===== config.mk =====
export PLATFORM = sky130hd
export DESIGN_NAME = sparse_top
export DESIGN_NICKNAME = d
export VERILOG_FILES = /design/src/ctrl_pkg.sv /design/src/sparse_cfg_pkg.sv /design/src/mac_ctrl_if.sv /design/src/flow_controller.sv /design/src/mac_lanes.sv /design/src/result_encoder.sv /design/src/sparse_decoder.sv /design/src/sparse_top.sv
export SDC_FILE = /design/constraint.sdc
export NUM_CORES = 1
export LEC_CHECK = 0
export ABC_AREA = 1
export BUFFER_PORTS_ARGS = -buffer_cell sky130_fd_sc_hd__buf_2
export CAP_MARGIN = 15
export CORE_UTILIZATION = 55
export DETAILED_ROUTE_END_ITERATION = 8
export PLACE_DENSITY_LB_ADDON = 0.25
export SLEW_MARGIN = 5
export SYNTH_ARGS = -nofsm -noshare
export SYNTH_HDL_FRONTEND = slang
export SYNTH_SLANG_ARGS = --single-unit
export TNS_END_PERCENT = 50

===== constraint.sdc =====
create_clock -name clk -period 7.4 [get_ports clk]
set_clock_uncertainty 0.05 [all_clocks]
set_input_delay 1.48 -clock clk [delete_from_list [all_inputs] [get_ports clk]]
set_output_delay 1.48 -clock clk [all_outputs]
set_load 0.02 [all_outputs]

===== src/ctrl_pkg.sv =====
package ctrl_pkg;

  typedef enum logic [1:0] {
    IDLE  = 2'd0,
    ACCUM = 2'd1,
    DRAIN = 2'd2,
    HOLD  = 2'd3
  } ctrl_state_e;

  typedef enum logic [1:0] {
    MAC_HOLD  = 2'd0,
    MAC_START = 2'd1,
    MAC_ACC   = 2'd2,
    MAC_LAST  = 2'd3
  } mac_op_e;

endpackage


===== src/sparse_cfg_pkg.sv =====
package sparse_cfg_pkg;

  // Lanes per compressed word, one mask bit each
  localparam int LANES_DEF = 4;

  // Activation and weight width per lane
  localparam int DATA_W_DEF = 8;

  // Per-lane accumulator, wide enough for long groups
  localparam int ACC_W_DEF = 24;

  // Requantization shift before the clamp
  localparam int SHIFT_DEF = 4;

endpackage


===== src/mac_ctrl_if.sv =====
`timescale 1ns/1ns

interface mac_ctrl_if #(
  parameter int WORD_W = 32
);
  import ctrl_pkg::*;

  mac_op_e           op;
  logic              weight_load;
  logic [WORD_W-1:0] weight_word;
  logic              acc_done;

  modport ctrl (output op, output weight_load);

  modport mac (input op, input weight_load, input weight_word, output acc_done);

  // Encoder only needs to know when the sums are final
  modport cap (input acc_done);

endinterface


===== src/flow_controller.sv =====
`timescale 1ns/1ns

module flow_controller (
  input  logic    clk,
  input  logic    rst_n,
  input  logic    weights_valid,
  output logic    weights_ready,
  input  logic    act_valid,
  input  logic    act_last,
  output logic    act_ready,
  input  logic    out_valid,
  input  logic    out_ready,
  mac_ctrl_if.ctrl bus
);
  import ctrl_pkg::*;

  ctrl_state_e state;
  ctrl_state_e state_next;
  mac_op_e     op_q;
  logic        accept;
  logic        first_q;
  logic        drain_cnt;

  assign accept = act_valid && act_ready;

  always_comb begin
    state_next = state;
    case (state)
      IDLE: begin
        if (accept) begin
          state_next = act_last ? DRAIN : ACCUM;
        end
      end
      ACCUM: begin
        if (accept && act_last) begin
          state_next = DRAIN;
        end
      end
      // Two cycles for the decoder and MAC stages to empty
      DRAIN: begin
        if (drain_cnt) begin
          state_next = HOLD;
        end
      end
      HOLD: begin
        if (out_valid && out_ready) begin
          state_next = IDLE;
        end
      end
      default: state_next = IDLE;
    endcase
  end

  always_ff @(posedge clk or negedge rst_n) begin
    if (!rst_n) begin
      state         <= IDLE;
      op_q          <= MAC_HOLD;
      first_q       <= 1'b1;
      drain_cnt     <= 1'b0;
      act_ready     <= 1'b0;
      weights_ready <= 1'b0;
    end else begin
      state         <= state_next;
      drain_cnt     <= (state == DRAIN) && !drain_cnt;
      act_ready     <= (state_next == IDLE) || (state_next == ACCUM);
      weights_ready <= (state_next == IDLE);
      if (accept) begin
        first_q <= 1'b0;
      end else if (state_next == IDLE) begin
        first_q <= 1'b1;
      end
      // Delayed one cycle to line up with the decoded lanes
      if (!accept) begin
        op_q <= MAC_HOLD;
      end else if (act_last) begin
        op_q <= MAC_LAST;
      end else begin
        op_q <= first_q ? MAC_START : MAC_ACC;
      end
    end
  end

  assign bus.op          = op_q;
  assign bus.weight_load = weights_valid && weights_ready;

endmodule


===== src/mac_lanes.sv =====
`timescale 1ns/1ns

module mac_lanes #(
  parameter int LANES  = 4,
  parameter int DATA_W = 8,
  parameter int ACC_W  = 24
) (
  input  logic                    clk,
  input  logic                    rst_n,
  input  logic [LANES*DATA_W-1:0] dec_lanes,
  mac_ctrl_if.mac                 bus,
  output logic [LANES*ACC_W-1:0]  acc_lanes
);
  import ctrl_pkg::*;

  logic [LANES*DATA_W-1:0] weight_q;
  logic signed [ACC_W-1:0] acc_q    [LANES];
  logic signed [ACC_W-1:0] acc_next [LANES];
  logic signed [ACC_W-1:0] prod     [LANES];
  logic                    restart;
  logic                    fresh_q;
  logic                    acc_done_q;

  // A single-word group sees MAC_LAST first, so it must not add to a stale sum
  assign restart = (bus.op == MAC_START) || ((bus.op == MAC_LAST) && fresh_q);

  always_comb begin
    for (int i = 0; i < LANES; i++) begin
      // Activation is unsigned, weight is signed
      prod[i] = $signed({1'b0, dec_lanes[i*DATA_W +: DATA_W]})
                * $signed(weight_q[i*DATA_W +: DATA_W]);
      acc_next[i] = (restart ? '0 : acc_q[i]) + prod[i];
      acc_lanes[i*ACC_W +: ACC_W] = acc_q[i];
    end
  end

  always_ff @(posedge clk) begin
    if (bus.weight_load) begin
      weight_q <= bus.weight_word;
    end
    if (bus.op != MAC_HOLD) begin
      acc_q <= acc_next;
    end
  end

  always_ff @(posedge clk or negedge rst_n) begin
    if (!rst_n) begin
      acc_done_q <= 1'b0;
      fresh_q    <= 1'b1;
    end else begin
      acc_done_q <= (bus.op == MAC_LAST);
      if (bus.op == MAC_LAST) begin
        fresh_q <= 1'b1;
      end else if (bus.op != MAC_HOLD) begin
        fresh_q <= 1'b0;
      end
    end
  end

  assign bus.acc_done = acc_done_q;

endmodule


===== src/result_encoder.sv =====
`timescale 1ns/1ns

module result_encoder #(
  parameter int LANES     = 4,
  parameter int DATA_W    = 8,
  parameter int ACC_W     = 24,
  parameter int OUT_SHIFT = 4
) (
  input  logic                    clk,
  input  logic                    rst_n,
  input  logic [LANES*ACC_W-1:0]  acc_lanes,
  mac_ctrl_if.cap                 bus,
  input  logic                    out_ready,
  output logic [LANES*DATA_W-1:0] out_packed,
  output logic [LANES-1:0]        out_mask,
  output logic                    out_valid
);

  localparam logic signed [ACC_W-1:0] Q_MAX = ACC_W'((1 << DATA_W) - 1);

  logic [LANES*DATA_W-1:0] packed_d;
  logic [LANES-1:0]        mask_d;

  always_comb begin
    logic signed [ACC_W-1:0] shifted;
    logic [DATA_W-1:0]       q;
    int                      idx;
    idx      = 0;
    packed_d = '0;
    for (int i = 0; i < LANES; i++) begin
      shifted = $signed(acc_lanes[i*ACC_W +: ACC_W]) >>> OUT_SHIFT;
      // Lower clamp doubles as ReLU
      if (shifted < 0) begin
        q = '0;
      end else if (shifted > Q_MAX) begin
        q = '1;
      end else begin
        q = shifted[DATA_W-1:0];
      end
      mask_d[i] = |q;
      if (|q) begin
        packed_d[idx*DATA_W +: DATA_W] = q;
        idx = idx + 1;
      end
    end
  end

  // Payload only changes on capture, so it holds under back-pressure
  always_ff @(posedge clk) begin
    if (bus.acc_done) begin
      out_packed <= packed_d;
      out_mask   <= mask_d;
    end
  end

  always_ff @(posedge clk or negedge rst_n) begin
    if (!rst_n) begin
      out_valid <= 1'b0;
    end else if (bus.acc_done) begin
      out_valid <= 1'b1;
    end else if (out_ready) begin
      out_valid <= 1'b0;
    end
  end

endmodule


===== src/sparse_decoder.sv =====
`timescale 1ns/1ns

module sparse_decoder #(
  parameter int LANES  = 4,
  parameter int DATA_W = 8
) (
  input  logic                    clk,
  input  logic                    rst_n,
  input  logic [LANES*DATA_W-1:0] act_packed,
  input  logic [LANES-1:0]        act_mask,
  input  logic                    act_valid,
  input  logic                    act_ready,
  output logic [LANES*DATA_W-1:0] dec_lanes
);

  logic                    accept;
  logic [LANES*DATA_W-1:0] lanes_d;

  assign accept = act_valid && act_ready;

  // k-th packed byte goes to the lane of the k-th set mask bit
  always_comb begin
    int idx;
    idx = 0;
    for (int i = 0; i < LANES; i++) begin
      lanes_d[i*DATA_W +: DATA_W] = '0;
      if (act_mask[i]) begin
        lanes_d[i*DATA_W +: DATA_W] = act_packed[idx*DATA_W +: DATA_W];
        idx = idx + 1;
      end
    end
  end

  always_ff @(posedge clk or negedge rst_n) begin
    if (!rst_n) begin
      dec_lanes <= '0;
    end else if (accept) begin
      dec_lanes <= lanes_d;
    end
  end

endmodule


===== src/sparse_top.sv =====
`timescale 1ns/1ns

module sparse_top #(
  parameter int LANES     = sparse_cfg_pkg::LANES_DEF,
  parameter int DATA_W    = sparse_cfg_pkg::DATA_W_DEF,
  parameter int ACC_W     = sparse_cfg_pkg::ACC_W_DEF,
  parameter int OUT_SHIFT = sparse_cfg_pkg::SHIFT_DEF
) (
  input  logic                    clk,
  input  logic                    rst_n,
  input  logic [LANES*DATA_W-1:0] weights_in,
  input  logic                    weights_valid,
  output logic                    weights_ready,
  input  logic [LANES*DATA_W-1:0] act_packed,
  input  logic [LANES-1:0]        act_mask,
  input  logic                    act_last,
  input  logic                    act_valid,
  output logic                    act_ready,
  output logic [LANES*DATA_W-1:0] out_packed,
  output logic [LANES-1:0]        out_mask,
  output logic                    out_valid,
  input  logic                    out_ready
);

  logic [LANES*DATA_W-1:0] dec_lanes;
  logic [LANES*ACC_W-1:0]  acc_lanes;

  mac_ctrl_if #(.WORD_W(LANES*DATA_W)) mac_bus ();

  assign mac_bus.weight_word = weights_in;

  flow_controller controller (
    .clk(clk), .rst_n(rst_n),
    .weights_valid(weights_valid), .weights_ready(weights_ready),
    .act_valid(act_valid), .act_last(act_last), .act_ready(act_ready),
    .out_valid(out_valid), .out_ready(out_ready),
    .bus(mac_bus.ctrl)
  );

  sparse_decoder #(.LANES(LANES), .DATA_W(DATA_W)) decoder (
    .clk(clk), .rst_n(rst_n),
    .act_packed(act_packed), .act_mask(act_mask),
    .act_valid(act_valid), .act_ready(act_ready),
    .dec_lanes(dec_lanes)
  );

  mac_lanes #(.LANES(LANES), .DATA_W(DATA_W), .ACC_W(ACC_W)) mac (
    .clk(clk), .rst_n(rst_n),
    .dec_lanes(dec_lanes), .bus(mac_bus.mac), .acc_lanes(acc_lanes)
  );

  result_encoder #(
    .LANES(LANES), .DATA_W(DATA_W), .ACC_W(ACC_W), .OUT_SHIFT(OUT_SHIFT)
  ) encoder (
    .clk(clk), .rst_n(rst_n),
    .acc_lanes(acc_lanes), .bus(mac_bus.cap), .out_ready(out_ready),
    .out_packed(out_packed), .out_mask(out_mask), .out_valid(out_valid)
  );

endmodule


==> results.json <==
{
  "hold_violations": 0,
  "maxCapViolCount": 0,
  "num_vias": 18800,
  "viasPerCell": 5.27,
  "clkTransAtPathRegs_ns": 0.06,
  "async_reset_ff_share_pct": 20.8,
  "crit_type": "flip-flop to flip-flop",
  "globalplace.congestion": 0.907,
  "core-area_um2": 40900,
  "relSlewSlack_pct": 38.8,
  "tightest_slew_ns": 0.916,
  "htree_levels": 1,
  "fp-row-count": 74,
  "ys_ff_latch": 207,
  "cts.path.max_buffers": 3,
  "slowest_delay_ns": 0.55,
  "antenna_cells": 0,
  "synthDistinctLibCells": 43,
  "layout-drive-gt1-share_pct": 6.43,
  "area.sequential_um2": 6000,
  "period_needed_ns": 6.32,
  "die-area_um2": 42500,
  "synth_edf_count": 164,
  "startpoint_type": "flip-flop",
  "status": "finished, final reports clean",
  "initial_core_util_pct": 56.0,
  "antenna_found_initial": 0,
  "synth.area.top_cells": "edfxtp_1, ha_1, fa_1, inv_1, nand2_1",
  "hold_class": "flip-flop to flip-flop",
  "multiInputGateArea_um2": 14100,
  "yosys.area.top_type_share_pct": 21.5,
  "drc": 0,
  "dpl_cell_area_um2": 23900,
  "min_period_over_period_pct": 85.5,
  "grtUsageTotal_pct": 26.4,
  "ys_warn_count": 0,
  "clock.fmax_mhz": 158,
  "syn_nets": 3456,
  "nFillCells": 3738,
  "drt_first_pass_iters": 5,
  "grt_pass1_vias": 18800,
  "syn-cell-area_um2": 22900,
  "drtIter0Drc": 1059,
  "final_area_um2": 24700,
  "yosysSeqAreaShare_pct": 26.2,
  "fin_setup_tns_ns": 0,
  "die_height_um": 206,
  "holdWs_ns": 0.376,
  "insertion_delay_ns": 0.55,
  "rsz0062_at_grt": "false",
  "synth_common_cells": "inv_1, nand2_1, ha_1",
  "cts_tree": "done",
  "cts_hold_buffers": 0,
  "io_buffers": 112,
  "cts_buffers": 26,
  "finalSetupViolations": 0,
  "cp.arrival_ns": 6.57,
  "area_growth_pct": 7.98,
  "ant_nets": 0,
  "cts_root_buf": "clkbuf_16",
  "final_max_slew_viol_count": 0,
  "synth.most_common_cell": "inv_1",
  "totalWireLength_um": 54200,
  "crit_path_end_kind": "flip-flop",
  "synth_top_cell_by_area": "edfxtp_1",
  "avgSynthCellArea_um2": 7.75,
  "yosys_most_used_dff": "edfxtp_1",
  "dp_hpwl_um": 43700,
  "nets": 3514,
  "grt_max_degree": 65,
  "required_ns": 7.65,
  "ctsResizeCount": 0,
  "num_io_pins": 113,
  "grt_pass1_wl_um": 90200,
  "die_w_um": 206,
  "post-cts-setup-buffers": 0,
  "cts_num_sinks": 207,
  "cp_slowest_cell": "fa_1",
  "synthCells": 2958,
  "cp_max_fo": 9,
  "grt-ovfl-total": 0,
  "avgRoutedWirePerCell_um": 15.2,
  "cp_common_cell": "nand2_1"
}
## final timing paths
path / startpoint / end / slack (ns) / depth (start not counted)
min reg2reg: controller.drain_cnt / controller.drain_cnt / 0.38 / 1
min: controller.drain_cnt / controller.drain_cnt / 0.38 / 1
max: mac.weight_q[7] / mac.acc_lanes[20] / 1.08 / 30
min in group asynchronous: rst_n / encoder.out_valid / 0.79 / 1
max in group asynchronous: rst_n / controller.first_q / 5.94 / 2
max reg2reg: mac.weight_q[7] / mac.acc_lanes[20] / 1.08 / 30
## flip-flops by register name, summed over array words and instances (netlist names)
register,cells
encoder.out_packed,32
encoder.out_valid,1
controller.act_ready,1
mac.bus.acc_done,1
encoder.out_mask,4
controller.first_q,1
mac.weight_q,32
controller.state,2
mac.fresh_q,1
mac.acc_lanes,96
decoder.dec_lanes,32
controller.bus.op,2
controller.weights_ready,1
controller.drain_cnt,1
## logic make-up (layout without fill, tap and decap cells)
group / after synthesis / in the layout / share of synthesized area, %
and+or+nand+nor: 1084 / 1084 / 19.5
buffers and inverters: 752 / 829 / 12.4
adders and majority gates: 424 / 424 / 28.2
AOI/OAI and AO/OA: 363 / 363 / 8.81
DFF: 207 / 207 / 26.2
xor gates and xnor gates: 128 / 128 / 4.95
## worst max-delay path: cells and delay by family, from the launching register on
kind | cells | cell delay (ns)
simple gates | 14 | 1.63
compound gates | 4 | 0.60
flops | 1 | 0.37
buf+inv | 5 | 0.45
fa+ha+maj | 6 | 2.83
xor+xnor | 1 | 0.13
## cell type report
class	count	share of cell area, %
inverter	663	10.1
clock inverter	16	0.617
clock buffer	31	2.87
multi-input combinational	1999	57.0
sequential	207	24.3
timing repair buffer	119	2.53
tap	532	2.69
## per-stage QoR
step           worst slack [ns]  util [%]  cells
2_1_floorplan              1.67         -   2958
3_3_place_gp               1.24      58.3   3519
3_5_place_dp               1.14      58.3   3519
4_1_cts                    1.10      60.4   3566
5_1_grt                   0.558      60.5   3567
6_report                   1.08      60.5   3567
## cell usage in the layout (no fill, tap or decap), types with 44 or more instances in the layout
master / instances
nor2_1: 226
nand2_1: 640
ha_1: 271
xor2_1: 80
buf_2: 112
nand4_1: 44
inv_1: 649
xnor2_1: 47
fa_1: 153
edfxtp_1: 164
a21oi_1: 158
o21ai_0: 119
nand3_1: 118
## layer usage
layer  wire length (um)  vias to the layer above  GRT usage [%]
li1                   -                     9458              -
met1              24500                     8783           34.2
met2              25300                      447           45.2
met3               2600                      104           3.67
met4               1790                        0           8.80
met5                  0                        -              0
Power is not shown: default switching activity piles up to over one toggle a cycle in this logic, so the estimate is an artifact.
